--- src/common/hci_pkg.sv ---
/* Shared types and constants for the host debug interface.
   Every block refers to these by scoped name, as hci_pkg::name. */

package hci_pkg;

  //////////////////////////////////////////////////////////////////////
  // Basic data types
  //////////////////////////////////////////////////////////////////////

  typedef logic [7:0]  byte_t;     // Serial and CPU data byte
  typedef logic [15:0] word_t;     // CPU address or burst count
  typedef logic [3:0]  reg_sel_t;  // CPU debug register select

  // Address and count words, filled one header byte at a time
  // and used as a whole word once complete
  typedef union packed
  {
    word_t w;      // Whole 16-bit view
    struct packed
    {
      byte_t hi;   // Second header byte
      byte_t lo;   // First header byte
    } b;
  } hci_word_u;

  //////////////////////////////////////////////////////////////////////
  // Packet opcodes
  //////////////////////////////////////////////////////////////////////

  // First byte of every host packet
  // 8'h09 to 8'h0C once served PPU access and now decode as unknown
  typedef enum logic [7:0]
  {
    op_echo           = 8'h00,  // cnt lo, cnt hi, data...
    op_cpu_mem_rd     = 8'h01,  // addr lo, addr hi, cnt lo, cnt hi
    op_cpu_mem_wr     = 8'h02,  // addr lo, addr hi, cnt lo, cnt hi, data...
    op_dbg_brk        = 8'h03,  // Halt the CPU
    op_dbg_run        = 8'h04,  // Release the CPU
    op_cpu_reg_rd     = 8'h05,  // sel
    op_cpu_reg_wr     = 8'h06,  // sel, data
    op_query_dbg_brk  = 8'h07,  // Reply 1 if halted, else 0
    op_query_err_code = 8'h08   // Reply error code byte
  } op_e;

  //////////////////////////////////////////////////////////////////////
  // Error code bits
  //////////////////////////////////////////////////////////////////////

  // Sticky until reset
  localparam int err_parity_bit     = 0;  // Bad parity on a received byte
  localparam int err_unknown_op_bit = 1;  // Opcode not in op_e

endpackage

--- src/source/uart_rx.sv ---
/* Serial receiver, 8 data bits, odd parity, one stop bit.
   Holds one byte for the command engine until it is popped with rd_en. */

module uart_rx
#(
  parameter int CLKS_PER_BIT = 16
)
(
  input  logic           clk,
  input  logic           rst,
  input  logic           rx,          // Serial line, idles high
  input  logic           rd_en,       // Pop the held byte
  output hci_pkg::byte_t rx_data,
  output logic           rx_empty,
  output logic           parity_err   // One-cycle pulse with the byte
);

localparam int CW = $clog2(CLKS_PER_BIT);
localparam logic [CW-1:0] BIT_LAST  = CW'(CLKS_PER_BIT - 1);
localparam logic [CW-1:0] HALF_LAST = CW'(CLKS_PER_BIT / 2 - 1);

typedef enum logic [2:0] {st_idle, st_start, st_data, st_parity, st_stop} rx_state_e;

rx_state_e      q_state;
logic [1:0]     q_sync;   // Two-flop synchronizer, [1] is safe
logic [CW-1:0]  q_cnt;    // Clocks into current bit
logic [2:0]     q_bit;    // Data bit index
logic           q_full;
logic           q_perr;
hci_pkg::byte_t q_shift;  // Incoming data, LSB first
logic           q_par;
hci_pkg::byte_t q_hold;   // Byte waiting for the engine

logic line;
logic bit_mid;  // Middle of a data, parity or stop bit

assign line    = q_sync[1];
assign bit_mid = (q_cnt == BIT_LAST);

// Control state
always_ff @(posedge clk)
begin
  if (rst)
  begin
    q_state <= st_idle;
    q_sync  <= 2'b11;
    q_cnt   <= '0;
    q_bit   <= '0;
    q_full  <= 1'b0;
    q_perr  <= 1'b0;
  end
  else
  begin
    q_sync <= {q_sync[0], rx};
    q_perr <= 1'b0;
    if (rd_en)
      q_full <= 1'b0;                     // Popped by engine

    q_cnt <= bit_mid ? '0 : q_cnt + 1'b1;
    case (q_state)
      st_idle:
      begin
        q_cnt <= '0;
        if (!line)
          q_state <= st_start;            // Falling start edge
      end
      st_start:
      begin
        if (q_cnt == HALF_LAST)           // Middle of start bit
        begin
          q_cnt   <= '0;
          q_bit   <= '0;
          q_state <= line ? st_idle : st_data;  // Glitch goes back to idle
        end
      end
      st_data:
      begin
        if (bit_mid)
        begin
          q_bit <= q_bit + 3'd1;
          if (q_bit == 3'd7)
            q_state <= st_parity;
        end
      end
      st_parity:
        if (bit_mid)
          q_state <= st_stop;
      st_stop:
      begin
        if (bit_mid)
        begin
          // Byte is delivered even with bad parity
          q_full  <= 1'b1;
          q_perr  <= ~(^{q_shift, q_par});  // Odd parity expects a 1
          q_state <= st_idle;
        end
      end
      default:
        q_state <= st_idle;
    endcase
  end
end

// Data path
always_ff @(posedge clk)
begin
  if (q_state == st_data && bit_mid)
    q_shift <= {line, q_shift[7:1]};     // LSB arrives first
  if (q_state == st_parity && bit_mid)
    q_par <= line;
  if (q_state == st_stop && bit_mid)
    q_hold <= q_shift;                   // Overwrites if still full
end

assign rx_data    = q_hold;
assign rx_empty   = ~q_full;
assign parity_err = q_perr;

endmodule

--- src/source/uart_tx.sv ---
/* Serial transmitter, 8 data bits, odd parity, one stop bit.
   Takes one byte on wr_en; tx_full stays high until the frame is out. */

module uart_tx
#(
  parameter int CLKS_PER_BIT = 16
)
(
  input  logic           clk,
  input  logic           rst,
  input  hci_pkg::byte_t tx_data,
  input  logic           wr_en,    // Load a byte, only while not full
  output logic           tx,       // Serial line, idles high
  output logic           tx_full
);

localparam int CW = $clog2(CLKS_PER_BIT);
localparam logic [CW-1:0] BIT_LAST = CW'(CLKS_PER_BIT - 1);

logic          q_busy;
logic          q_tx;
logic [CW-1:0] q_cnt;   // Clocks into current bit
logic [3:0]    q_bit;   // 0 is start, 10 is stop
logic [9:0]    q_shift; // Data, parity and stop still to go

logic load;
logic bit_end;

assign load    = wr_en && !q_busy;
assign bit_end = (q_cnt == BIT_LAST);

// Control state
always_ff @(posedge clk)
begin
  if (rst)
  begin
    q_busy <= 1'b0;
    q_tx   <= 1'b1;
    q_cnt  <= '0;
    q_bit  <= '0;
  end
  else if (load)
  begin
    q_busy <= 1'b1;
    q_tx   <= 1'b0;   // Start bit goes out next cycle
    q_cnt  <= '0;
    q_bit  <= '0;
  end
  else if (q_busy)
  begin
    q_cnt <= bit_end ? '0 : q_cnt + 1'b1;
    if (bit_end)
    begin
      if (q_bit == 4'd10)
        q_busy <= 1'b0;     // Stop bit done, line stays high
      else
      begin
        q_tx  <= q_shift[0];
        q_bit <= q_bit + 4'd1;
      end
    end
  end
end

// Frame shifter
always_ff @(posedge clk)
begin
  if (load)
    q_shift <= {1'b1, ~^tx_data, tx_data};  // Stop, odd parity, data
  else if (q_busy && bit_end)
    q_shift <= {1'b1, q_shift[9:1]};
end

assign tx      = q_tx;
assign tx_full = q_busy;

endmodule

--- src/cmd_engine/cmd_engine.sv ---
/* Packet decoder and executor for the host debug interface.
   Pops bytes from uart_rx, drives the CPU buses and queues replies to uart_tx. */

module cmd_engine
(
  input  logic              clk,
  input  logic              rst,
  input  logic              brk,             // CPU-initiated break
  input  hci_pkg::byte_t    rx_data,
  input  logic              rx_empty,
  input  logic              parity_err,
  input  logic              tx_full,
  input  hci_pkg::byte_t    cpu_din,         // CPU memory read data
  input  hci_pkg::byte_t    cpu_dbgreg_in,   // CPU debug register read data
  output logic              rd_en,
  output hci_pkg::byte_t    tx_data,
  output logic              wr_en,
  output logic              active,          // CPU halted
  output logic              cpu_r_nw,
  output hci_pkg::word_t    cpu_a,
  output hci_pkg::byte_t    cpu_dout,
  output hci_pkg::reg_sel_t cpu_dbgreg_sel,
  output hci_pkg::byte_t    cpu_dbgreg_out,
  output logic              cpu_dbgreg_wr
);

typedef enum logic [3:0]
{
  s_disabled,     // CPU running
  s_decode,       // Waiting for opcode
  s_hdr,          // Address and count bytes
  s_echo_data,
  s_mem_rd_data,
  s_mem_wr_data,
  s_reg_rd,
  s_reg_wr_sel,
  s_reg_wr_data,
  s_err_reply
} state_e;

state_e             q_state,   d_state;
state_e             q_next,    d_next;     // Data state after header
logic [1:0]         q_hdr_cnt, d_hdr_cnt;  // Header byte index
logic               q_phase,   d_phase;    // Memory read, 0 is dummy cycle
hci_pkg::hci_word_u q_addr,    d_addr;
hci_pkg::hci_word_u q_cnt,     d_cnt;      // Bytes left in burst
hci_pkg::reg_sel_t  q_sel,     d_sel;
logic [1:0]         q_err,     d_err;
hci_pkg::byte_t     q_tx_data, d_tx_data;
logic               q_wr_en,   d_wr_en;

logic tx_busy;     // Also covers the cycle before tx_full rises
logic hold_query;  // Break query cannot reply yet

assign tx_busy    = tx_full || q_wr_en;
assign hold_query = (rx_data == hci_pkg::op_query_dbg_brk) && tx_busy;

//////////////////////////////////////////////////////////////////////
// Registers
//////////////////////////////////////////////////////////////////////

always_ff @(posedge clk)
begin
  if (rst)
  begin
    q_state   <= s_disabled;
    q_next    <= s_decode;
    q_hdr_cnt <= '0;
    q_phase   <= 1'b0;
    q_addr    <= '0;
    q_err     <= '0;
    q_wr_en   <= 1'b0;
  end
  else
  begin
    q_state   <= d_state;
    q_next    <= d_next;
    q_hdr_cnt <= d_hdr_cnt;
    q_phase   <= d_phase;
    q_addr    <= d_addr;
    q_err     <= d_err;
    q_wr_en   <= d_wr_en;
  end
end

always_ff @(posedge clk)
begin
  q_cnt     <= d_cnt;
  q_sel     <= d_sel;
  q_tx_data <= d_tx_data;
end

//////////////////////////////////////////////////////////////////////
// Next state and CPU strobes
//////////////////////////////////////////////////////////////////////

always_comb
begin
  d_state   = q_state;
  d_next    = q_next;
  d_hdr_cnt = q_hdr_cnt;
  d_phase   = q_phase;
  d_addr    = q_addr;
  d_cnt     = q_cnt;
  d_sel     = q_sel;
  d_err     = q_err;
  d_tx_data = q_tx_data;
  d_wr_en   = 1'b0;

  rd_en          = 1'b0;
  cpu_r_nw       = 1'b1;
  cpu_dbgreg_sel = '0;
  cpu_dbgreg_out = '0;
  cpu_dbgreg_wr  = 1'b0;

  if (parity_err)
    d_err[hci_pkg::err_parity_bit] = 1'b1;

  case (q_state)
    s_disabled:
    begin
      if (brk)
        d_state = s_decode;               // Break from the CPU
      else if (!rx_empty && !hold_query)
      begin
        rd_en = 1'b1;                     // Other opcodes dropped here
        if (rx_data == hci_pkg::op_dbg_brk)
          d_state = s_decode;
        else if (rx_data == hci_pkg::op_query_dbg_brk)
        begin
          d_tx_data = 8'h00;              // Not halted
          d_wr_en   = 1'b1;
        end
      end
    end

    s_decode:
    begin
      if (!rx_empty && !hold_query)
      begin
        rd_en     = 1'b1;
        d_phase   = 1'b0;
        d_hdr_cnt = 2'd0;                 // Address first
        case (rx_data)
          hci_pkg::op_echo:
          begin
            d_hdr_cnt = 2'd2;             // Count only
            d_next    = s_echo_data;
            d_state   = s_hdr;
          end
          hci_pkg::op_cpu_mem_rd:
          begin
            d_next  = s_mem_rd_data;
            d_state = s_hdr;
          end
          hci_pkg::op_cpu_mem_wr:
          begin
            d_next  = s_mem_wr_data;
            d_state = s_hdr;
          end
          hci_pkg::op_dbg_brk:        d_state = s_decode;  // Already halted
          hci_pkg::op_dbg_run:        d_state = s_disabled;
          hci_pkg::op_cpu_reg_rd:     d_state = s_reg_rd;
          hci_pkg::op_cpu_reg_wr:     d_state = s_reg_wr_sel;
          hci_pkg::op_query_err_code: d_state = s_err_reply;
          hci_pkg::op_query_dbg_brk:
          begin
            d_tx_data = 8'h01;            // Halted
            d_wr_en   = 1'b1;
          end
          default:
            d_err[hci_pkg::err_unknown_op_bit] = 1'b1;
        endcase
      end
    end

    // Header fill, lo byte before hi byte
    s_hdr:
    begin
      if (!rx_empty)
      begin
        rd_en     = 1'b1;
        d_hdr_cnt = q_hdr_cnt + 2'd1;
        case (q_hdr_cnt)
          2'd0: d_addr.b.lo = rx_data;
          2'd1: d_addr.b.hi = rx_data;
          2'd2: d_cnt.b.lo  = rx_data;
          default:
          begin
            d_cnt.b.hi = rx_data;
            d_state    = (d_cnt.w == '0) ? s_decode : q_next;  // Empty burst
          end
        endcase
      end
    end

    s_echo_data:
    begin
      if (!rx_empty && !tx_busy)
      begin
        rd_en     = 1'b1;
        d_tx_data = rx_data;
        d_wr_en   = 1'b1;
        d_cnt.w   = q_cnt.w - 16'd1;
        if (q_cnt.w == 16'd1)
          d_state = s_decode;
      end
    end

    // Two cycles per byte, dummy cycle lets cpu_din and tx_full settle
    s_mem_rd_data:
    begin
      if (!q_phase)
        d_phase = 1'b1;
      else if (!tx_busy)                  // Otherwise address holds
      begin
        d_phase   = 1'b0;
        d_tx_data = cpu_din;
        d_wr_en   = 1'b1;
        d_addr.w  = q_addr.w + 16'd1;
        d_cnt.w   = q_cnt.w - 16'd1;
        if (q_cnt.w == 16'd1)
          d_state = s_decode;
      end
    end

    s_mem_wr_data:
    begin
      if (!rx_empty)
      begin
        rd_en    = 1'b1;
        cpu_r_nw = 1'b0;                  // cpu_dout is rx_data
        d_addr.w = q_addr.w + 16'd1;
        d_cnt.w  = q_cnt.w - 16'd1;
        if (q_cnt.w == 16'd1)
          d_state = s_decode;
      end
    end

    s_reg_rd:
    begin
      if (!rx_empty && !tx_busy)
      begin
        rd_en          = 1'b1;
        cpu_dbgreg_sel = rx_data[3:0];
        d_tx_data      = cpu_dbgreg_in;
        d_wr_en        = 1'b1;
        d_state        = s_decode;
      end
    end

    s_reg_wr_sel:
    begin
      if (!rx_empty)
      begin
        rd_en   = 1'b1;
        d_sel   = rx_data[3:0];
        d_state = s_reg_wr_data;
      end
    end

    s_reg_wr_data:
    begin
      if (!rx_empty)
      begin
        rd_en          = 1'b1;
        cpu_dbgreg_sel = q_sel;
        cpu_dbgreg_out = rx_data;
        cpu_dbgreg_wr  = 1'b1;
        d_state        = s_decode;
      end
    end

    s_err_reply:
    begin
      if (!tx_busy)
      begin
        d_tx_data = {6'b000000, q_err};
        d_wr_en   = 1'b1;
        d_state   = s_decode;
      end
    end

    default:
      d_state = s_disabled;
  endcase
end

assign active   = (q_state != s_disabled);
assign cpu_a    = q_addr.w;
assign cpu_dout = rx_data;   // Write data straight from the receiver
assign tx_data  = q_tx_data;
assign wr_en    = q_wr_en;

endmodule

--- src/source/hci_top.sv ---
/* Top level of the host debug interface.
   Serial pins on one side, CPU debug buses on the other. */

module hci_top
#(
  parameter int CLKS_PER_BIT = 16  // Clocks per serial bit
)
(
  input  logic              clk,
  input  logic              rst,
  input  logic              rx,
  input  logic              brk,
  input  hci_pkg::byte_t    cpu_din,
  input  hci_pkg::byte_t    cpu_dbgreg_in,
  output logic              tx,
  output logic              active,
  output logic              cpu_r_nw,
  output hci_pkg::word_t    cpu_a,
  output hci_pkg::byte_t    cpu_dout,
  output hci_pkg::reg_sel_t cpu_dbgreg_sel,
  output hci_pkg::byte_t    cpu_dbgreg_out,
  output logic              cpu_dbgreg_wr
);

// Receive side
hci_pkg::byte_t rx_data;
logic           rx_empty;
logic           parity_err;
logic           rd_en;

// Transmit side
hci_pkg::byte_t tx_data;
logic           wr_en;
logic           tx_full;

uart_rx #(.CLKS_PER_BIT(CLKS_PER_BIT)) i_uart_rx
(
  .clk        (clk),
  .rst        (rst),
  .rx         (rx),
  .rd_en      (rd_en),
  .rx_data    (rx_data),
  .rx_empty   (rx_empty),
  .parity_err (parity_err)
);

cmd_engine i_cmd_engine
(
  .clk            (clk),
  .rst            (rst),
  .brk            (brk),
  .rx_data        (rx_data),
  .rx_empty       (rx_empty),
  .parity_err     (parity_err),
  .tx_full        (tx_full),
  .cpu_din        (cpu_din),
  .cpu_dbgreg_in  (cpu_dbgreg_in),
  .rd_en          (rd_en),
  .tx_data        (tx_data),
  .wr_en          (wr_en),
  .active         (active),
  .cpu_r_nw       (cpu_r_nw),
  .cpu_a          (cpu_a),
  .cpu_dout       (cpu_dout),
  .cpu_dbgreg_sel (cpu_dbgreg_sel),
  .cpu_dbgreg_out (cpu_dbgreg_out),
  .cpu_dbgreg_wr  (cpu_dbgreg_wr)
);

uart_tx #(.CLKS_PER_BIT(CLKS_PER_BIT)) i_uart_tx
(
  .clk     (clk),
  .rst     (rst),
  .tx_data (tx_data),
  .wr_en   (wr_en),
  .tx      (tx),
  .tx_full (tx_full)
);

endmodule

--- config.mk ---
export PLATFORM = sky130hd
export DESIGN_NAME = hci_top
export DESIGN_NICKNAME = d
export VERILOG_FILES = /design/src/common/hci_pkg.sv /design/src/source/uart_rx.sv /design/src/source/uart_tx.sv /design/src/cmd_engine/cmd_engine.sv /design/src/source/hci_top.sv
export SDC_FILE = /design/constraint.sdc
export NUM_CORES = 1
export LEC_CHECK = 0
export BUFFER_PORTS_ARGS = -buffer_cell sky130_fd_sc_hd__clkbuf_2
export CAP_MARGIN = 10
export CORE_MARGIN = 3
export CORE_UTILIZATION = 64
export CTS_CLUSTER_SIZE = 10
export DETAILED_ROUTE_END_ITERATION = 6
export HOLD_SLACK_MARGIN = 0.05
export PLACE_DENSITY_LB_ADDON = 0.25
export REMOVE_ABC_BUFFERS = 1
export SYNTH_ARGS = -nofsm -noshare
export SYNTH_HDL_FRONTEND = slang
export SYNTH_HIERARCHICAL = 1
export SYNTH_SLANG_ARGS = --single-unit
--- constraint.sdc ---
create_clock -name clk -period 5.2 [get_ports clk]
set_input_delay 0.78 -clock clk [delete_from_list [all_inputs] [get_ports clk]]
set_output_delay 0.78 -clock clk [all_outputs]
set_load 0.02 [all_outputs]
==> results.ini <==
[critical_path]
critPathRequiredTime_ns = 4.42
worstPathCellList = nand2_1 -> nor3_1 -> nor3b_1 -> a22o_1 -> clkbuf_2
r2r_end = i_cmd_engine/tx_data[0]$_DFFE_PP_
r2r_setup_slack_ns = 2.22
path_max_fanout = 22
slowest_stage = dfxtp_1
worstReg2RegStart = i_cmd_engine/q_state[1]$_SDFFE_PP0P_
crit_start = i_cmd_engine/q_state[1]$_SDFFE_PP0P_
crit_arrival_ns = 2.87
cp_slowest_stage_delay_ns = 0.77
worst_setup_path_end_kind = output pin
reg2reg_depth = 5
endpoint = cpu_dbgreg_sel[1]
start_kind = flop
worstSetupPathType = flop to output pin

[floorplan]
ios = 60
coreArea_um2 = 8930
rows = 34
die_w_um = 103
initial_core_util_pct = 67.4
die_area_um2 = 10600
die_h_um = 103

[power_and_ir_drop]
irDropWorstVdd_mv = 0.256
p_leak_nw = 2.39
p_per_area_nw_per_um2 = 371

[logic_synthesis]
synth_cells = 638
netlist_area_um2 = 6020
synth-seq-cells = 107
async_flop_share_pct = 0
synth.top_cell.area_share_pct = 26.9
ys_types = 73
synth.area.top_cells = edfxtp_1 27%, dfxtp_1 18%, a21oi_1 4.7%
synth_edf_count = 54
ys_warn_count = 6
yosys_most_used_dff = edfxtp_1
yosysSeqAreaShare_pct = 44.5
postSynthAreaPerCell_um2 = 9.44
synth_top_area_cell = edfxtp_1
ys_top_cells_by_count = 56 x a21oi_1, 54 x edfxtp_1, 53 x dfxtp_1
synth.most_common_cell = a21oi_1

[clock_network]
post-cts-setup-buffers = 0
clkSinkCount = 107
insertion_delay_ns = 0.38
cts_tree = done
hold_buffers = 0
clk_pin_slew_worst_paths_ns = 0.11
cts_buffers = 9
clockRootBuffer = clkbuf_8
htreeDepth = 3
ctsResizeCount = 0
clk_path_buf_depth = 2

[timing]
hold_viol_final = 0
worstMarginPinSlew_ns = 1.20
min_period_ns = 3.65
setup_tns_ns = 0
setup_viol = 0
slew_headroom_pct = 19.9
rsz0062_at_grt = no
holdWs_ns = 0.426
fmax_mhz = 274
fin_skew_ns = 0.0182
final.period_utilization_pct = 70.2
slew_viol_final = 0

[placement]
post-dp-hpwl_mm = 9.56
io_buffers = 59
place_congestion = 0.897
dp.cells = 762

[finish]
area.growth.synth_to_final_pct = 7.27
final_cells = 780
drive_above_1_share_pct = 15.3
antennaDiodeCount = 0
fin_nets = 701
fin_util_pct = 72.3
fillCellCount = 665
seqCellArea_um2 = 2680
multi_input_area_um2 = 3010

[global_routing]
grt_pass1_vias = 4768
grt_antenna_before_repair = 0
grt_pass1_wl_mm = 22.3
grt_max_degree = 45
track_usage_pct = 26.4
grt_overflow = 0

[detailed_routing]
wl_per_cell_um = 17.6
drt_iter0_drc = 414
drtAntennaViolNets = 0
vias_per_cell = 6.48
drc_errors = 0
wirelength_mm = 13.7
dr.pass1.iters = 5
vias = 5053

[outcome]
status = completed

[run]
maxCapViolations = 0

[min_path]
hp-class = flop to flop

[metrics by stage]
step | setup WS, ns | total power (W) | cell area [um^2]
finish | 1.55 | 0.00239 | 6460
global route | 1.36 | 0.00253 | 6460
CTS | 1.61 | 0.00239 | 6450
detailed placement | 2.02 | 0.00186 | 6240
global placement | 2.16 | 0.00183 | 6240
floorplan | 2.37 | 0.00166 | 5790
[flip-flops by register name (all words and copies together), names as in the netlist, 4 cells and up]
name	flops
i_uart_rx/q_cnt	4
i_uart_rx/rx_data	8
i_cmd_engine/cpu_a	16
i_cmd_engine/tx_data	8
i_cmd_engine/q_sel	4
i_uart_tx/q_cnt	4
i_cmd_engine/q_cnt	16
i_cmd_engine/q_state	4
i_uart_tx/q_shift	9
i_uart_tx/q_bit	4
i_uart_rx/q_shift	8
[placed cells by master (no fill, tap or decap), types with 20 or more instances in the layout]
master    netlist  final
dfxtp_1        53     53
edfxtp_1       54     54
a21oi_1        56     56
o21ai_0        23     23
nand2_1        48     48
xnor2_1        20     20
nor2_1         49     49
clkbuf_2        0     59
inv_1          26     26
nor3_1         20     20
[worst min path at each step]
stage	from	endpoint	slack (ns)	cells past startpoint
floorplan	i_uart_rx/q_sync[0]$_SDFF_PP1_	i_uart_rx/q_sync[1]$_SDFF_PP1_	0.39	1
global placement	i_uart_rx/q_sync[0]$_SDFF_PP1_	i_uart_rx/q_sync[1]$_SDFF_PP1_	0.39	1
detailed placement	i_uart_rx/q_sync[0]$_SDFF_PP1_	i_uart_rx/q_sync[1]$_SDFF_PP1_	0.40	1
CTS	i_uart_rx/q_sync[0]$_SDFF_PP1_	i_uart_rx/q_sync[1]$_SDFF_PP1_	0.43	1
global route	i_uart_rx/q_sync[0]$_SDFF_PP1_	i_uart_rx/q_sync[1]$_SDFF_PP1_	0.44	1
finish	i_uart_rx/q_sync[0]$_SDFF_PP1_	i_uart_rx/q_sync[1]$_SDFF_PP1_	0.43	1
[routing by layer]
| metal | vias to the layer above | share of wire, % | global-route usage, % |
|---|---|---|---|
| li1 | 2396 | - | - |
| met1 | 2400 | 41 | 33.7 |
| met2 | 227 | 50 | 44.7 |
| met3 | 30 | 7.2 | 5.95 |
| met4 | 0 | 1.7 | 8.07 |
| met5 | - | 0 | 0 |
[cells by family after synthesis]
group | count (synthesis) | share of synthesized area, %
adder cells (fa/ha/maj) | 14 | 2.91
flip-flops | 107 | 44.5
AO/OA/AOI/OAI | 158 | 17.5
AND/OR/NAND/NOR | 233 | 21.0
multiplexers | 14 | 2.51
buffers and inverters | 72 | 5.55
XOR/XNOR | 40 | 6.05
[worst max-delay path, delay by kind of cell (launching register included)]
kind	cells	cell delay, ns
buffers and inverters	1	0.17
flip-flops	1	0.77
AND/OR/NAND/NOR	3	1.35
AO/OA/AOI/OAI	1	0.20
[where the power goes]
group	internal (W)	total, W	switching, W	leakage (nW)
clock network	0.000244	0.000534	0.000290	0.106
logic	0.000279	0.000695	0.000417	1.36
registers	0.00103	0.00116	0.000140	0.919
[cell type report]
type	instances	share of cell area [%]
tap	108	2.09
inverter	26	1.51
clock inverter	5	1.05
clock buffer	11	2.19
multi-input combinational	459	46.5
timing repair buffer	64	5.11
sequential	107	41.5
Note: power is estimated with default switching activity, not from simulation.
